<file path="src/hdl/load_pkg.sv">
/*
 * Shared load stage definitions
 *   Width constants for elements, tiles, addresses and buffer ids
 *   Command opcode enum and command struct
 *   Tile union with raw and element views
 *   DRAM request/response and buffer write structs
 */
package load_pkg;

    // Element and tile geometry
    parameter int DATA_WIDTH   = 8;
    parameter int TILE_WIDTH   = 256;
    parameter int TILE_ELEMS   = TILE_WIDTH / DATA_WIDTH;
    // DRAM tile address and buffer addressing
    parameter int ADDR_WIDTH   = 24;
    parameter int BUF_ID_WIDTH = 5;
    // Tile index inside a buffer, also wide enough for the row count
    parameter int INDEX_WIDTH  = 10;

    // Host opcodes, every other value is rejected
    typedef enum logic [4:0] {
        OP_LOAD_V = 5'd1,
        OP_LOAD_M = 5'd2
    } opcode_t;

    typedef logic signed [DATA_WIDTH-1:0] elem_t;

    // One DRAM word, matrix rows use raw bits, vectors use elements
    // Element 0 sits in the low bits
    typedef union packed {
        logic [TILE_WIDTH-1:0]   raw;
        elem_t [TILE_ELEMS-1:0]  elem;
    } tile_u;

    typedef struct packed {
        opcode_t                 opcode;
        logic [BUF_ID_WIDTH-1:0] dest_buffer;
        logic [ADDR_WIDTH-1:0]   addr;
        logic [9:0]              length_or_cols;
        logic [9:0]              rows;
    } load_cmd_t;

    typedef struct packed {
        logic                  valid;
        logic [ADDR_WIDTH-1:0] addr;
    } mem_req_t;

    typedef struct packed {
        logic  valid;
        tile_u data;
    } mem_rsp_t;

    typedef struct packed {
        logic                    en;
        logic [BUF_ID_WIDTH-1:0] buffer_id;
        logic [INDEX_WIDTH-1:0]  index;
        tile_u                   tile;
    } buf_wr_t;

endpackage

</file>
<file path="src/hdl/load_v.sv">
/*
 * Vector load engine
 *   Issues one tile read per cycle while credits allow
 *   Writes each response to the next tile index
 *   Zeroes elements past the vector length in the last tile
 */
`timescale 1ns/1ps

module load_v import load_pkg::*; #(
    parameter int TILE_ELEMS = load_pkg::TILE_ELEMS,
    parameter int ADDR_WIDTH = load_pkg::ADDR_WIDTH
) (
    input  logic                   clk,
    input  logic                   rst,
    input  logic                   start,
    input  logic [ADDR_WIDTH-1:0]  addr,
    input  logic [9:0]             length,
    input  logic                   issue_ok,
    output mem_req_t               req,
    input  mem_rsp_t               rsp,
    output logic                   wr_valid,
    output logic [INDEX_WIDTH-1:0] wr_index,
    output tile_u                  wr_tile,
    output logic                   finished
);

    logic                   active;
    logic [INDEX_WIDTH-1:0] issue_cnt;
    logic [INDEX_WIDTH-1:0] rsp_cnt;
    logic [INDEX_WIDTH:0]   len_round;
    logic [INDEX_WIDTH-1:0] n_tiles;
    logic                   last_rsp;

    // Tile count, length rounded up to whole tiles
    assign len_round = {1'b0, length} + (INDEX_WIDTH+1)'(TILE_ELEMS - 1);
    assign n_tiles   = INDEX_WIDTH'(len_round / (INDEX_WIDTH+1)'(TILE_ELEMS));

    // Request the next tile while any are left and a credit is free
    assign req.valid = active && (issue_cnt != n_tiles) && issue_ok;
    assign req.addr  = addr + ADDR_WIDTH'(issue_cnt);

    // Responses arrive in order, so the count is the tile index
    assign wr_valid = active && rsp.valid;
    assign wr_index = rsp_cnt;
    assign last_rsp = wr_valid && (rsp_cnt == n_tiles - 1'b1);

    // Elements whose global position reaches length are cleared
    // Only the final tile can hold such positions
    always_comb begin
        wr_tile = rsp.data;
        for (int e = 0; e < TILE_ELEMS; e++) begin
            if (int'(rsp_cnt) * TILE_ELEMS + e >= int'(length)) begin
                wr_tile.elem[e] = '0;
            end
        end
    end

    always_ff @(posedge clk or posedge rst) begin
        if (rst) begin
            active    <= 1'b0;
            issue_cnt <= '0;
            rsp_cnt   <= '0;
            finished  <= 1'b0;
        end else begin
            finished <= 1'b0;
            if (start) begin
                // Empty vector finishes right away
                active    <= (n_tiles != '0);
                finished  <= (n_tiles == '0);
                issue_cnt <= '0;
                rsp_cnt   <= '0;
            end else if (active) begin
                if (req.valid) begin
                    issue_cnt <= issue_cnt + 1'b1;
                end
                if (wr_valid) begin
                    rsp_cnt <= rsp_cnt + 1'b1;
                end
                // Finish pulse lands the cycle after the last write
                if (last_rsp) begin
                    active   <= 1'b0;
                    finished <= 1'b1;
                end
            end
        end
    end

endmodule

</file>
<file path="src/hdl/load_m.sv">
/*
 * Matrix load engine
 *   Issues one tile read per row while credits allow
 *   Writes row r to tile index r
 *   Clears columns at or past the column count in every row
 */
`timescale 1ns/1ps

module load_m import load_pkg::*; #(
    parameter int TILE_ELEMS = load_pkg::TILE_ELEMS,
    parameter int ADDR_WIDTH = load_pkg::ADDR_WIDTH
) (
    input  logic                   clk,
    input  logic                   rst,
    input  logic                   start,
    input  logic [ADDR_WIDTH-1:0]  addr,
    input  logic [9:0]             rows,
    input  logic [9:0]             cols,
    input  logic                   issue_ok,
    output mem_req_t               req,
    input  mem_rsp_t               rsp,
    output logic                   wr_valid,
    output logic [INDEX_WIDTH-1:0] wr_index,
    output tile_u                  wr_tile,
    output logic                   finished
);

    logic                   active;
    logic [INDEX_WIDTH-1:0] issue_cnt;
    logic [INDEX_WIDTH-1:0] rsp_cnt;
    logic                   last_rsp;
    tile_u                  keep;

    // One row per tile, rows issued back to back
    assign req.valid = active && (issue_cnt != rows) && issue_ok;
    assign req.addr  = addr + ADDR_WIDTH'(issue_cnt);

    assign wr_valid = active && rsp.valid;
    assign wr_index = rsp_cnt;
    assign last_rsp = wr_valid && (rsp_cnt == rows - 1'b1);

    // Column mask built per element, applied on the raw bits
    // cols of a full tile or more keeps every element
    always_comb begin
        for (int e = 0; e < TILE_ELEMS; e++) begin
            keep.elem[e] = (e < int'(cols)) ? '1 : '0;
        end
    end

    assign wr_tile.raw = rsp.data.raw & keep.raw;

    always_ff @(posedge clk or posedge rst) begin
        if (rst) begin
            active    <= 1'b0;
            issue_cnt <= '0;
            rsp_cnt   <= '0;
            finished  <= 1'b0;
        end else begin
            finished <= 1'b0;
            if (start) begin
                // Zero rows means nothing to fetch
                active    <= (rows != '0);
                finished  <= (rows == '0);
                issue_cnt <= '0;
                rsp_cnt   <= '0;
            end else if (active) begin
                if (req.valid) begin
                    issue_cnt <= issue_cnt + 1'b1;
                end
                if (wr_valid) begin
                    rsp_cnt <= rsp_cnt + 1'b1;
                end
                if (last_rsp) begin
                    active   <= 1'b0;
                    finished <= 1'b1;
                end
            end
        end
    end

endmodule

</file>
<file path="src/hdl/load_execution.sv">
/*
 * Load command control
 *   Command FSM with opcode decode and reject path
 *   DRAM request credit counter
 *   Response routing to the active engine
 *   Request and buffer write muxing from both engines
 */
`timescale 1ns/1ps

module load_execution import load_pkg::*; #(
    parameter int MEM_CREDITS = 4,
    parameter int TILE_ELEMS  = load_pkg::TILE_ELEMS,
    parameter int ADDR_WIDTH  = load_pkg::ADDR_WIDTH
) (
    input  logic      clk,
    input  logic      rst,
    input  logic      cmd_valid,
    input  load_cmd_t cmd,
    output logic      busy,
    output logic      done,
    output logic      cmd_err,
    output mem_req_t  mem_req,
    input  logic      mem_credit,
    input  mem_rsp_t  mem_rsp,
    output buf_wr_t   buf_wr
);

    localparam int CRED_W = $clog2(MEM_CREDITS + 1);

    typedef enum logic [1:0] {
        IDLE,
        LOADING_VECTOR,
        LOADING_MATRIX,
        COMPLETE
    } state_t;

    state_t                 state;
    load_cmd_t              cmd_q;
    logic [CRED_W-1:0]      credits;
    logic                   v_start;
    logic                   m_start;
    logic                   v_issue_ok;
    logic                   m_issue_ok;
    mem_req_t               v_req;
    mem_req_t               m_req;
    mem_rsp_t               v_rsp;
    mem_rsp_t               m_rsp;
    logic                   v_wr_valid;
    logic                   m_wr_valid;
    logic [INDEX_WIDTH-1:0] v_wr_index;
    logic [INDEX_WIDTH-1:0] m_wr_index;
    tile_u                  v_wr_tile;
    tile_u                  m_wr_tile;
    logic                   v_finished;
    logic                   m_finished;

    assign busy = (state != IDLE);

    // Only the engine that owns the command may spend credits
    assign v_issue_ok = (state == LOADING_VECTOR) && (credits != '0);
    assign m_issue_ok = (state == LOADING_MATRIX) && (credits != '0);

    // Response goes only to the active engine
    always_comb begin
        v_rsp       = mem_rsp;
        m_rsp       = mem_rsp;
        v_rsp.valid = mem_rsp.valid && (state == LOADING_VECTOR);
        m_rsp.valid = mem_rsp.valid && (state == LOADING_MATRIX);
    end

    load_v #(
        .TILE_ELEMS(TILE_ELEMS),
        .ADDR_WIDTH(ADDR_WIDTH)
    ) u_load_v (
        .clk     (clk),
        .rst     (rst),
        .start   (v_start),
        .addr    (cmd_q.addr),
        .length  (cmd_q.length_or_cols),
        .issue_ok(v_issue_ok),
        .req     (v_req),
        .rsp     (v_rsp),
        .wr_valid(v_wr_valid),
        .wr_index(v_wr_index),
        .wr_tile (v_wr_tile),
        .finished(v_finished)
    );

    load_m #(
        .TILE_ELEMS(TILE_ELEMS),
        .ADDR_WIDTH(ADDR_WIDTH)
    ) u_load_m (
        .clk     (clk),
        .rst     (rst),
        .start   (m_start),
        .addr    (cmd_q.addr),
        .rows    (cmd_q.rows),
        .cols    (cmd_q.length_or_cols),
        .issue_ok(m_issue_ok),
        .req     (m_req),
        .rsp     (m_rsp),
        .wr_valid(m_wr_valid),
        .wr_index(m_wr_index),
        .wr_tile (m_wr_tile),
        .finished(m_finished)
    );

    // Request and write mux, writes tagged with the latched destination
    always_comb begin
        mem_req = '0;
        buf_wr  = '0;
        case (state)
            LOADING_VECTOR: begin
                mem_req      = v_req;
                buf_wr.en    = v_wr_valid;
                buf_wr.index = v_wr_index;
                buf_wr.tile  = v_wr_tile;
            end
            LOADING_MATRIX: begin
                mem_req      = m_req;
                buf_wr.en    = m_wr_valid;
                buf_wr.index = m_wr_index;
                buf_wr.tile  = m_wr_tile;
            end
            default: ;
        endcase
        buf_wr.buffer_id = cmd_q.dest_buffer;
    end

    // Credit count, down per request, up per returned credit
    always_ff @(posedge clk or posedge rst) begin
        if (rst) begin
            credits <= CRED_W'(MEM_CREDITS);
        end else begin
            credits <= credits - CRED_W'(mem_req.valid) + CRED_W'(mem_credit);
        end
    end

    // Command held for the engines while the load runs
    always_ff @(posedge clk) begin
        if (cmd_valid && !busy) begin
            cmd_q <= cmd;
        end
    end

    always_ff @(posedge clk or posedge rst) begin
        if (rst) begin
            state   <= IDLE;
            v_start <= 1'b0;
            m_start <= 1'b0;
            done    <= 1'b0;
            cmd_err <= 1'b0;
        end else begin
            v_start <= 1'b0;
            m_start <= 1'b0;
            done    <= 1'b0;
            cmd_err <= 1'b0;
            case (state)
                IDLE: begin
                    if (cmd_valid) begin
                        case (cmd.opcode)
                            OP_LOAD_V: begin
                                v_start <= 1'b1;
                                state   <= LOADING_VECTOR;
                            end
                            OP_LOAD_M: begin
                                m_start <= 1'b1;
                                state   <= LOADING_MATRIX;
                            end
                            // Unknown opcode, no memory traffic
                            default: state <= COMPLETE;
                        endcase
                    end
                end
                LOADING_VECTOR: begin
                    if (v_finished) begin
                        done  <= 1'b1;
                        state <= IDLE;
                    end
                end
                LOADING_MATRIX: begin
                    if (m_finished) begin
                        done  <= 1'b1;
                        state <= IDLE;
                    end
                end
                // Reject path, reports the error with done
                COMPLETE: begin
                    done    <= 1'b1;
                    cmd_err <= 1'b1;
                    state   <= IDLE;
                end
                default: state <= IDLE;
            endcase
        end
    end

endmodule

</file>
<file path="config.mk">
export PLATFORM = sky130hd
export DESIGN_NAME = load_execution
export DESIGN_NICKNAME = d
export VERILOG_FILES = /design/src/hdl/load_pkg.sv /design/src/hdl/load_v.sv /design/src/hdl/load_m.sv /design/src/hdl/load_execution.sv
export SDC_FILE = /design/constraint.sdc
export NUM_CORES = 1
export LEC_CHECK = 0
export ABC_AREA = 1
export BUFFER_PORTS_ARGS = -buffer_cell sky130_fd_sc_hd__buf_2
export CAP_MARGIN = 10
export CORE_AREA = 10 10 231 233
export CTS_CLUSTER_SIZE = 25
export DETAILED_ROUTE_END_ITERATION = 6
export DIE_AREA = 0 0 241 243
export PLACE_DENSITY = 0.46
export SYNTH_ARGS = -nofsm -noshare
export SYNTH_HDL_FRONTEND = slang
export SYNTH_SLANG_ARGS = --single-unit
export TNS_END_PERCENT = 30
</file>
<file path="constraint.sdc">
create_clock -name clk -period 7.2 [get_ports clk]
set_input_delay 0.36 -clock clk [delete_from_list [all_inputs] [get_ports clk]]
set_output_delay 0.36 -clock clk [all_outputs]
set_load 0.02 [all_outputs]
</file>
Word-level counts from Yosys, hierarchy flattened
Cells that the tools add are included.
Operators by class
  add/sub/neg operators: 42
  order comparisons: 64
  eq/ne operators: 12
  mux-type cells: 106
  bitwise operators: 1
  reduce and logical (&&, ||, !) cells: 32
Operators by type and width (count)
  32-bit by 11-bit greater-or-equal comparator with 1-bit output: 31
  266-bit case mux with 2 select lines: 1
  8-bit 2-to-1 mux: 64
  15-bit by 5-bit adder with 16-bit output (second input constant): 16
  256-bit AND: 1
  5-bit by 10-bit < comparator with 1-bit output (first input constant): 16
  15-bit by 4-bit adder with 16-bit output (second input constant): 8
  10-bit 2-to-1 mux: 12
  4-bit by 10-bit < comparator with 1-bit output (first input constant): 8
  15-bit by 3-bit adder with 16-bit output (second input constant): 4
  25-bit case mux with 2 select lines: 1
  24-bit by 10-bit adder with 24-bit output: 2
  10-bit by 1-bit adder with 10-bit output (second input constant): 4
  3-bit by 10-bit < comparator with 1-bit output (first input constant): 4
  15-bit by 2-bit adder with 16-bit output (second input constant): 2
  1-bit 2-to-1 mux: 21
  10-bit equality test: 2
  10-bit logical NOT: 2
  1-bit by 10-bit < comparator with 1-bit output (first input constant): 2
  2-bit by 10-bit < comparator with 1-bit output (first input constant): 2
  10-bit nonzero test: 2
  15-bit by 1-bit adder with 16-bit output (second input constant): 1
  15-bit by 10-bit greater-or-equal comparator with 1-bit output: 1
  2-bit nonzero test: 7
  24 further kinds: 43
Word-level totals
  register bits after elaboration: 102
  input bits: 315
  output and inout port bits: 300
  word-level logic and storage cells: 275

Depth between registers and ports, before layout
Gate-level depths: netlist of run 1.
  depth in word-level cells: 7
  depth in mapped cells: 21
  depth with buffers taken out: 18

Cells and area by module
A second synthesis of run 1 with hierarchy kept.
Second synthesis, totals
  cells, all modules: 3108
  area, all modules: 16412.0 um2
Modules (own cells, without submodules)
  load_execution: instances 1, cells an instance 1096, area an instance 6441.2 um2, seq. area each 1697.9 um2
  load_v: instances 1, cells an instance 1006, area an instance 5009.8 um2, seq. area each 550.5 um2
  load_m: instances 1, cells an instance 1006, area an instance 4961.0 um2, seq. area each 550.5 um2

Worst setup path after synthesis of run 1
No wires, ideal clock.
  path kind: register to output
  from: reg state[0]
  to: out mem_req[22] (netlist bit)
  arrival time: 3727 ps
  required time: 6840 ps
  slack: 3113 ps
  cell stages (with the launch flop): 22
  buffers on the path: 3
  path through: dfrtp_1 -> inv_1 -> ha_1 -> clkbuf_1 -> clkbuf_1 -> clkbuf_1 -> nand2_1 -> o21ai_0 -> ha_1 -> inv_1 -> fa_1 -> inv_1 -> nand3_1 -> nand2_1 -> a21oi_1 -> o21ai_0 -> a21boi_1 -> nor2_1 -> nand2_2 -> nor2_1 -> nor2_1 -> nor2_1
RTL lines
  start: declaration: RTL line load_execution.sv:37  | state_t state;
  start signal: assignment: RTL line load_execution.sv:148  | state <= IDLE;
  start signal: assignment: RTL line load_execution.sv:164  | state <= LOADING_VECTOR;
  start signal: assignment: RTL line load_execution.sv:168  | state <= LOADING_MATRIX;
  end: declaration: RTL line load_execution.sv:22  | output mem_req_t mem_req,

==> out/results.ini, run 1 <==
[pwr]
powerDensity_nw_per_um2=318.7
ir_drop_mv=0.1673
cellLeakagePower_nw=8.129

[detailed_routing]
vias=12230
vias_per_cell=4.419
drt_iter0_drc=972
wl_per_cell_um=23.98
drc=0
wirelength_um=66340
first_pass_iters=5
postRouteAntennaNets=0

[cts]
cts_buffer_depth=2
post-cts-setup-buffers=0
htree_num_levels=3
insertion_delay_ns=0.37
clk_pin_slew_ns=0.08
cts-root-buf=clkbuf_16
ctsHoldBuffers=0
cts_tree=yes
cts_buffers=9
cts.sinks=102
ctsResizeCount=0

[timing]
clock_skew_ns=0.01390
fin_tns_setup_ns=0
finalHoldViolations=0
final-setup-viol-count=0
finalCritPeriodShare=0.6464
relSlewSlack=0.4456
rsz0062_at_grt=no
fmax_mhz=214.9
drv_slew=0
tightest_slew_ns=0.8316
finalCriticalPeriod_ns=4.654

[synth]
synthMuxAreaShare=0
syn-cell-area_um2=9510
synthFlopType=dfrtp_1
synth_compound_area_frac=0.1285
synth_nets=1877
syn_inst=1530
synth_warnings=0
synth_top_family_by_area=simple AND/OR/NAND/NOR gates
ys_seq_elements=102
async_flop_share=0.5196
synth_xor_xnor_area_share=0.03500
synth.avg_cell_area_um2=6.216
yosysUniqueCellTypes=53
synth-simple-area-share=0.3346
synthAdderAreaFrac=0.04368
ys_seq_area_frac=0.2943
synth-edff-count=49

[final_layout]
mostFrequentLayoutCells=614 x buf_2, 364 x nor2_1, 355 x inv_1, 206 x nand2_1, 88 x nand3_1
drive_above_1_share=0.3257
area_delta_synth_final_pct=42.64
final_util=0.2789
nets=2476
layout_commonest_cell=buf_2

[setup_path]
r2r_cells=12
worst_path_largest_cell_delay_ns=0.48
critical_path.top_delay_family=buffers and inverters
crit_path_start_kind=flop
critPathCaptureType=primary output
crit_top_cell=nor2_1
critical-path-slowest-cell=buf_4
crit_cells=16
crit_fanout=38
worstSetupPathType=flop to primary output
worst-path-buf-inv=4
worstPathRequired_ns=6.84
crit_chain=inv_1 -> ha_1 -> buf_4 -> inv_2 -> nand2_1 -> o21ai_0 -> ha_1 -> nand2_1 -> o21ai_0 -> a21boi_1 -> nor2_1 -> nand2_2 -> nor2_1 -> nor2_1 -> nor2_1 -> buf_2
cp_data_arrival_time_ns=4.29

[grt]
grt_pass1_wl_um=90710
antenna_found_initial=50
grt_max_degree=54
grt.total_usage=0.2150
grt_pass1_vias=12060
overflow=0

[min_path]
hp-class=primary input to async pin

[floorplanning]
rows=81
ioPinCount=615
chipWidth_um=241
coreArea_um2=48650
die-area_um2=58560
initial_core_util=0.1955
die_h_um=243

[status]
status=complete, no violations

[place]
place.gp.congestion=0.9493
dp_hpwl_um=59080
port-buffer-count=614

[flow_run]
max_cap_violations=0

[cell families after synthesis]
family,Yosys count
flops,102
xor+xnor,38
compound gates,209
simple gates,747
buf+inv,402
fa+ha+maj,32
[registers in the layout, summed over array words and instances, names as in the netlist]
signal              count
buf_wr                  5
cmd_err                 1
cmd_q                  44
credits                 3
done                    1
m_start                 1
state                   2
u_load_m.active         1
u_load_m.finished       1
u_load_m.issue_cnt     10
u_load_m.wr_index      10
u_load_v.active         1
u_load_v.finished       1
u_load_v.issue_cnt     10
u_load_v.wr_index      10
v_start                 1
[where the power goes]
| group | internal [mW] | leakage, nW | total (mW) | switching [mW] |
|---|---|---|---|---|
| Combinational | 0.776 | 6.81 | 2.94 | 2.16 |
| Sequential | 0.742 | 1.17 | 0.863 | 0.121 |
| Clock | 0.262 | 0.144 | 0.523 | 0.260 |
| Total | 1.78 | 8.13 | 4.32 | 2.54 |
[through the flow]
step	cells	area [um2]	total power [mW]	hold WS (ns)	setup slack, ns
2_1_floorplan	1530	9510	2.628	0.4451	3.113
3_3_place_gp	2740	13240	3.819	0.4893	3.023
3_5_place_dp	2740	13240	3.827	0.4969	2.907
4_1_cts	2756	13540	4.364	0.1428	2.503
5_1_grt	2766	13560	4.636	0.1422	2.112
6_report	2767	13570	4.323	0.1544	2.546
[synthesized netlist by cell type, drive strengths merged (2+ instances only)]
master	count	area, um2
nand4	24	150.1
a21o	3	22.52
xor2	28	245.2
buf	15	103.8
fa	2	40.04
dfrtp	52	1301
nor3	24	125.1
o22ai	3	18.77
clkbuf	18	67.56
nand2	224	905.9
o211ai	2	15.01
o21ai	100	568.0
a211oi	3	22.52
nor2	372	1455
nor4	9	56.30
a31oi	5	31.28
ha	30	375.4
o21a	2	15.01
a21oi	82	432.9
o31ai	4	48.79
edfxtp	49	1471
inv	366	1376
or2	2	12.51
xnor2	10	87.58
and3	2	12.51
nand3	89	457.9
clkinv	3	11.26
[worst reg2reg max path, delay by kind of cell, from the launching register on]
| family | cells | cell delay, ns |
|---|---|---|
| AOI/OAI and AO/OA | 1 | 0.42 |
| DFF | 1 | 0.41 |
| adders and majority gates | 4 | 1.21 |
| and+or+nand+nor | 2 | 0.32 |
| xor gates and xnor gates | 1 | 0.17 |
| buffers and inverters | 4 | 0.96 |
[routing by layer]
metal / global-route usage / part of all wire
met5: 0 / 0.00041
met4: 0.04846 / 0.020
met3: 0.06980 / 0.090
met1: 0.2507 / 0.40
met2: 0.3734 / 0.49
[worst paths after layout]
path                                 startpoint                   end  slack [ns]
min reg2reg                u_load_m.wr_index[7]  u_load_m.wr_index[8]        0.54
max                                    state[0]           mem_req[22]        2.55
max reg2reg                            state[0]            credits[2]        3.65
min                                         rst            credits[0]        0.15
max in group asynchronous                   rst  u_load_m.wr_index[4]        6.50
min in group clk                         cmd[0]              cmd_q[0]        0.16
[area by class of cell]
type	count	area (um2)
Clock inverter	4	37.54
Fill cell	5628	35080
Tap cell	622	778.2
Multi-Input combinational cell	1026	5152
Inverter	369	1388
Sequential cell	102	2799
Timing Repair Buffer	621	3126
Antenna cell	11	27.53
Clock buffer	12	257.7
Power figures use the tool's default switching activity.
==> run 2: changes to the inputs <==
Settings changed: ABC_AREA 1 to 0, CORE_AREA 10 10 231 233 to 10 10 232 234, DIE_AREA 0 0 241 243 to 0 0 242 244, PLACE_DENSITY 0.46 to 0.45.
Clock period 7.2 ns to 4.65 ns, I/O delays scaled along.
==> run 2 against run 1 <==
Die area grew 0.83%. Power is 91% higher. Utilization shrank 1.1 points. Sequential share of layout area grew 0.51 points. Critical endpoint is now mem_req[21]. Worst setup slack got worse by 2.0 ns.
==> out/results.ini, run 2 <==
[synth]
async_flop_share=0.5196  ; unchanged
yosysUniqueCellTypes=75  ; +42%
synth-edff-count=49  ; unchanged
synth_top_area_frac=0.1611  ; +0.006401
synth_warnings=0  ; unchanged
yosysTopAreaCell=edfxtp_1
synth.area.top_cells=edfxtp_1 16%, dfrtp_1 14%, and2_1 14%, and3_1 4.3%, ha_1 4.1%
syn-cell-area_um2=9133  ; -4.0%
ys_seq_elements=102  ; unchanged
synth.avg_cell_area_um2=8.125  ; +31%
ys_top_cells_by_count=201 x and2_1, 84 x nor2_1, 73 x nand2_1
synth_nets=1471  ; -22%
synthFlopType=dfrtp_1
syn_inst=1124  ; -27%
ys_seq_area_frac=0.3065  ; +0.01218
synth.most_common_cell=and2_1

[timing]
finalCritPeriodShare=0.8887
rsz0062_at_grt=no
tightest_slew_ns=0.9769  ; +0.1453 ns
fmax_mhz=242.0
relSlewSlack=0.3474  ; -0.09822
finalHoldViolations=0  ; unchanged
fin_tns_setup_ns=0  ; unchanged
drv_slew=0  ; unchanged
clock_skew_ns=0.01140  ; -0.002495 ns
finalCriticalPeriod_ns=4.132
fin_ws_ns=0.5176  ; -2.028 ns
final-setup-viol-count=0  ; unchanged

[grt]
antenna_found_initial=82  ; +64%
grt.total_usage=0.2197  ; +0.004684
grt_pass1_vias=10830  ; -10%
grt_max_degree=54  ; unchanged
grt_pass1_wl_um=91180  ; +0.52%
overflow=0  ; unchanged

[pwr]
power.total_mw=8.245  ; +91%
swShare=0.5725  ; -0.01586
ir_drop_mv=0.1994  ; +19%
p_seq_frac=0.176  ; -0.024
intPower_mw=3.525  ; +98%
cellLeakagePower_nw=6.791  ; -16%
combPwrFrac=0.724  ; +0.045
switchingPower_mw=4.721  ; +86%
powerDensity_nw_per_um2=622.7  ; +95%
clock_power_share=0.100  ; -0.021

[min_path]
hp-class=primary input to flop
holdPathStages=1
hold_start=cmd[44]
whs_endpoint=buf_wr[266]

[cts]
cts_buffer_depth=2  ; unchanged
ctsResizeCount=0  ; unchanged
htree_num_levels=3  ; unchanged
cts_tree=yes
cts-root-buf=clkbuf_16
post-cts-setup-buffers=0  ; unchanged
cts.sinks=102  ; unchanged
insertion_delay_ns=0.36  ; about the same
ctsHoldBuffers=0  ; unchanged
clk_pin_slew_ns=0.09  ; about the same
cts_buffers=9  ; unchanged

[place]
place.gp.congestion=1.083  ; +14%
place_ws_ns=0.9138  ; -1.993 ns
port-buffer-count=614  ; unchanged
dp_hpwl_um=61040  ; +3.3%

[final_layout]
n_fill_cell=5553  ; -1.3%
drive_above_1_share=0.3964  ; +0.07068
nets=2045  ; -17%
largest_register_ffs=44  ; unchanged
layout_commonest_cell=buf_2
multi_input_area_um2=5891  ; +14%
mostFrequentLayoutCells=614 x buf_2, 201 x and2_1, 84 x nor2_1, 73 x nand2_1, 63 x and3_1
seq_area_um2=2799  ; unchanged
area_delta_synth_final_pct=44.99
top_register=cmd_q

[flow_run]
max_cap_violations=0  ; unchanged

[detailed_routing]
first_pass_iters=6  ; +1
drt_iter0_drc=788  ; -19%
vias_per_cell=4.595  ; +4.0%
wl_met3_um=10730  ; +80%
wl_met2_um=29400  ; -10%
wl_per_cell_um=28.72  ; +20%
vias=11030  ; -9.8%
postRouteAntennaNets=0  ; unchanged
drc=0  ; unchanged
top_layer=met5
wirelength_um=68970  ; +4.0%
met1Wirelength_um=27170  ; +3.1%

[status]
status=complete, no violations

[setup_path]
worstSetupPathType=flop to primary output
critPathCaptureType=primary output
crit_fanout=43  ; +13%
worstPathRequired_ns=4.42  ; -2.42 ns
r2r_cells=11  ; -1
crit_path_start_kind=flop
reg2reg_to=credits[2]
crit_chain=inv_1 -> ha_2 -> buf_4 -> nand2_1 -> o21ai_0 -> ha_1 -> inv_1 -> nor4_1 -> o21ai_0 -> a21boi_0 -> mux2i_1 -> buf_2
critical-path-slowest-cell=nor4_1
r2r_setup_slack_ns=0.89  ; -2.76 ns
rr_startpoint=cmd_q[11]
cp_data_arrival_time_ns=3.90  ; -0.39 ns
worst_path_largest_cell_delay_ns=0.54  ; +0.06 ns

[floorplanning]
initial_core_util=0.1847  ; -0.01083
die-area_um2=59050  ; +0.83%
chipWidth_um=242  ; +0.41%
ioPinCount=615  ; unchanged
die_h_um=244  ; +0.41%
rows=82  ; +1.2%
coreArea_um2=49450  ; +1.7%

## run 2: metal layers
layer  up-vias  GRT usage
met1      5162     0.2610
met3       110     0.1409
met4        40    0.07231
met2       597     0.3159
li1       5123          -
met5         -          0
## run 2: per-stage QoR
step	area, um2	utilization	std cells	hold WS (ns)
finish	13240	0.2678	2401	0.04239
floorplan	9133	-	1124	0.3314
global route	13220	0.2674	2394	0.02376
CTS	13180	0.2664	2375	0.02376
global placement	12870	0.2602	2359	0.4101
detailed placement	12870	0.2602	2359	0.4107
## run 2: cell families (layout without fill, tap and decap cells)
group,after synthesis,after routing,synth area share
AND/OR/NAND/NOR,560,560,0.3407
AO/OA/AOI/OAI,233,233,0.1700
buffers and inverters,109,688,0.04905
flip-flops,102,102,0.3065
XOR/XNOR,69,69,0.06617
adder cells (fa/ha/maj),32,32,0.04549
multiplexers,19,19,0.02206
other,0,26,0
## run 2: cell type report
type	count	area share
clock buffer	10	0.01890
multi-input combinational	913	0.4449
antenna	26	0.004914
timing repair buffer	626	0.2389
tap	672	0.06350
clock inverter	6	0.004536
inverter	46	0.01304
sequential	102	0.2114
## run 2: critical path: cells and delay by family, from the launching register on
| family | cells | cell delay, ns |
|---|---|---|
| flip-flops | 1 | 0.42 |
| AO/OA/AOI/OAI | 3 | 0.77 |
| adder cells (fa/ha/maj) | 2 | 0.59 |
| buffers and inverters | 4 | 0.89 |
| AND/OR/NAND/NOR | 2 | 0.63 |
| multiplexers | 1 | 0.22 |
## run 2: power groups by stage
stage | Clock, mW | Sequential [mW] | Combinational [mW]
floorplan | 0 | 1.32 | 3.71
global placement | 0 | 1.47 | 5.97
detailed placement | 0 | 1.47 | 5.99
CTS | 0.851 | 1.45 | 6.01
global route | 0.884 | 1.48 | 6.45
finish | 0.828 | 1.45 | 5.97
## run 2: worst max-delay path by stage
stage	from	endpoint	slack (ns)	depth (start not counted)
2_1_floorplan	state[0]	mem_req[20]	0.75	15
3_3_place_gp	cmd_q[11]	credits[2]	1.0	11
3_5_place_dp	cmd_q[11]	credits[2]	0.91	11
4_1_cts	state[0]	mem_req[21]	0.51	12
5_1_grt	state[0]	mem_req[21]	0.13	12
6_report	state[0]	mem_req[21]	0.52	12
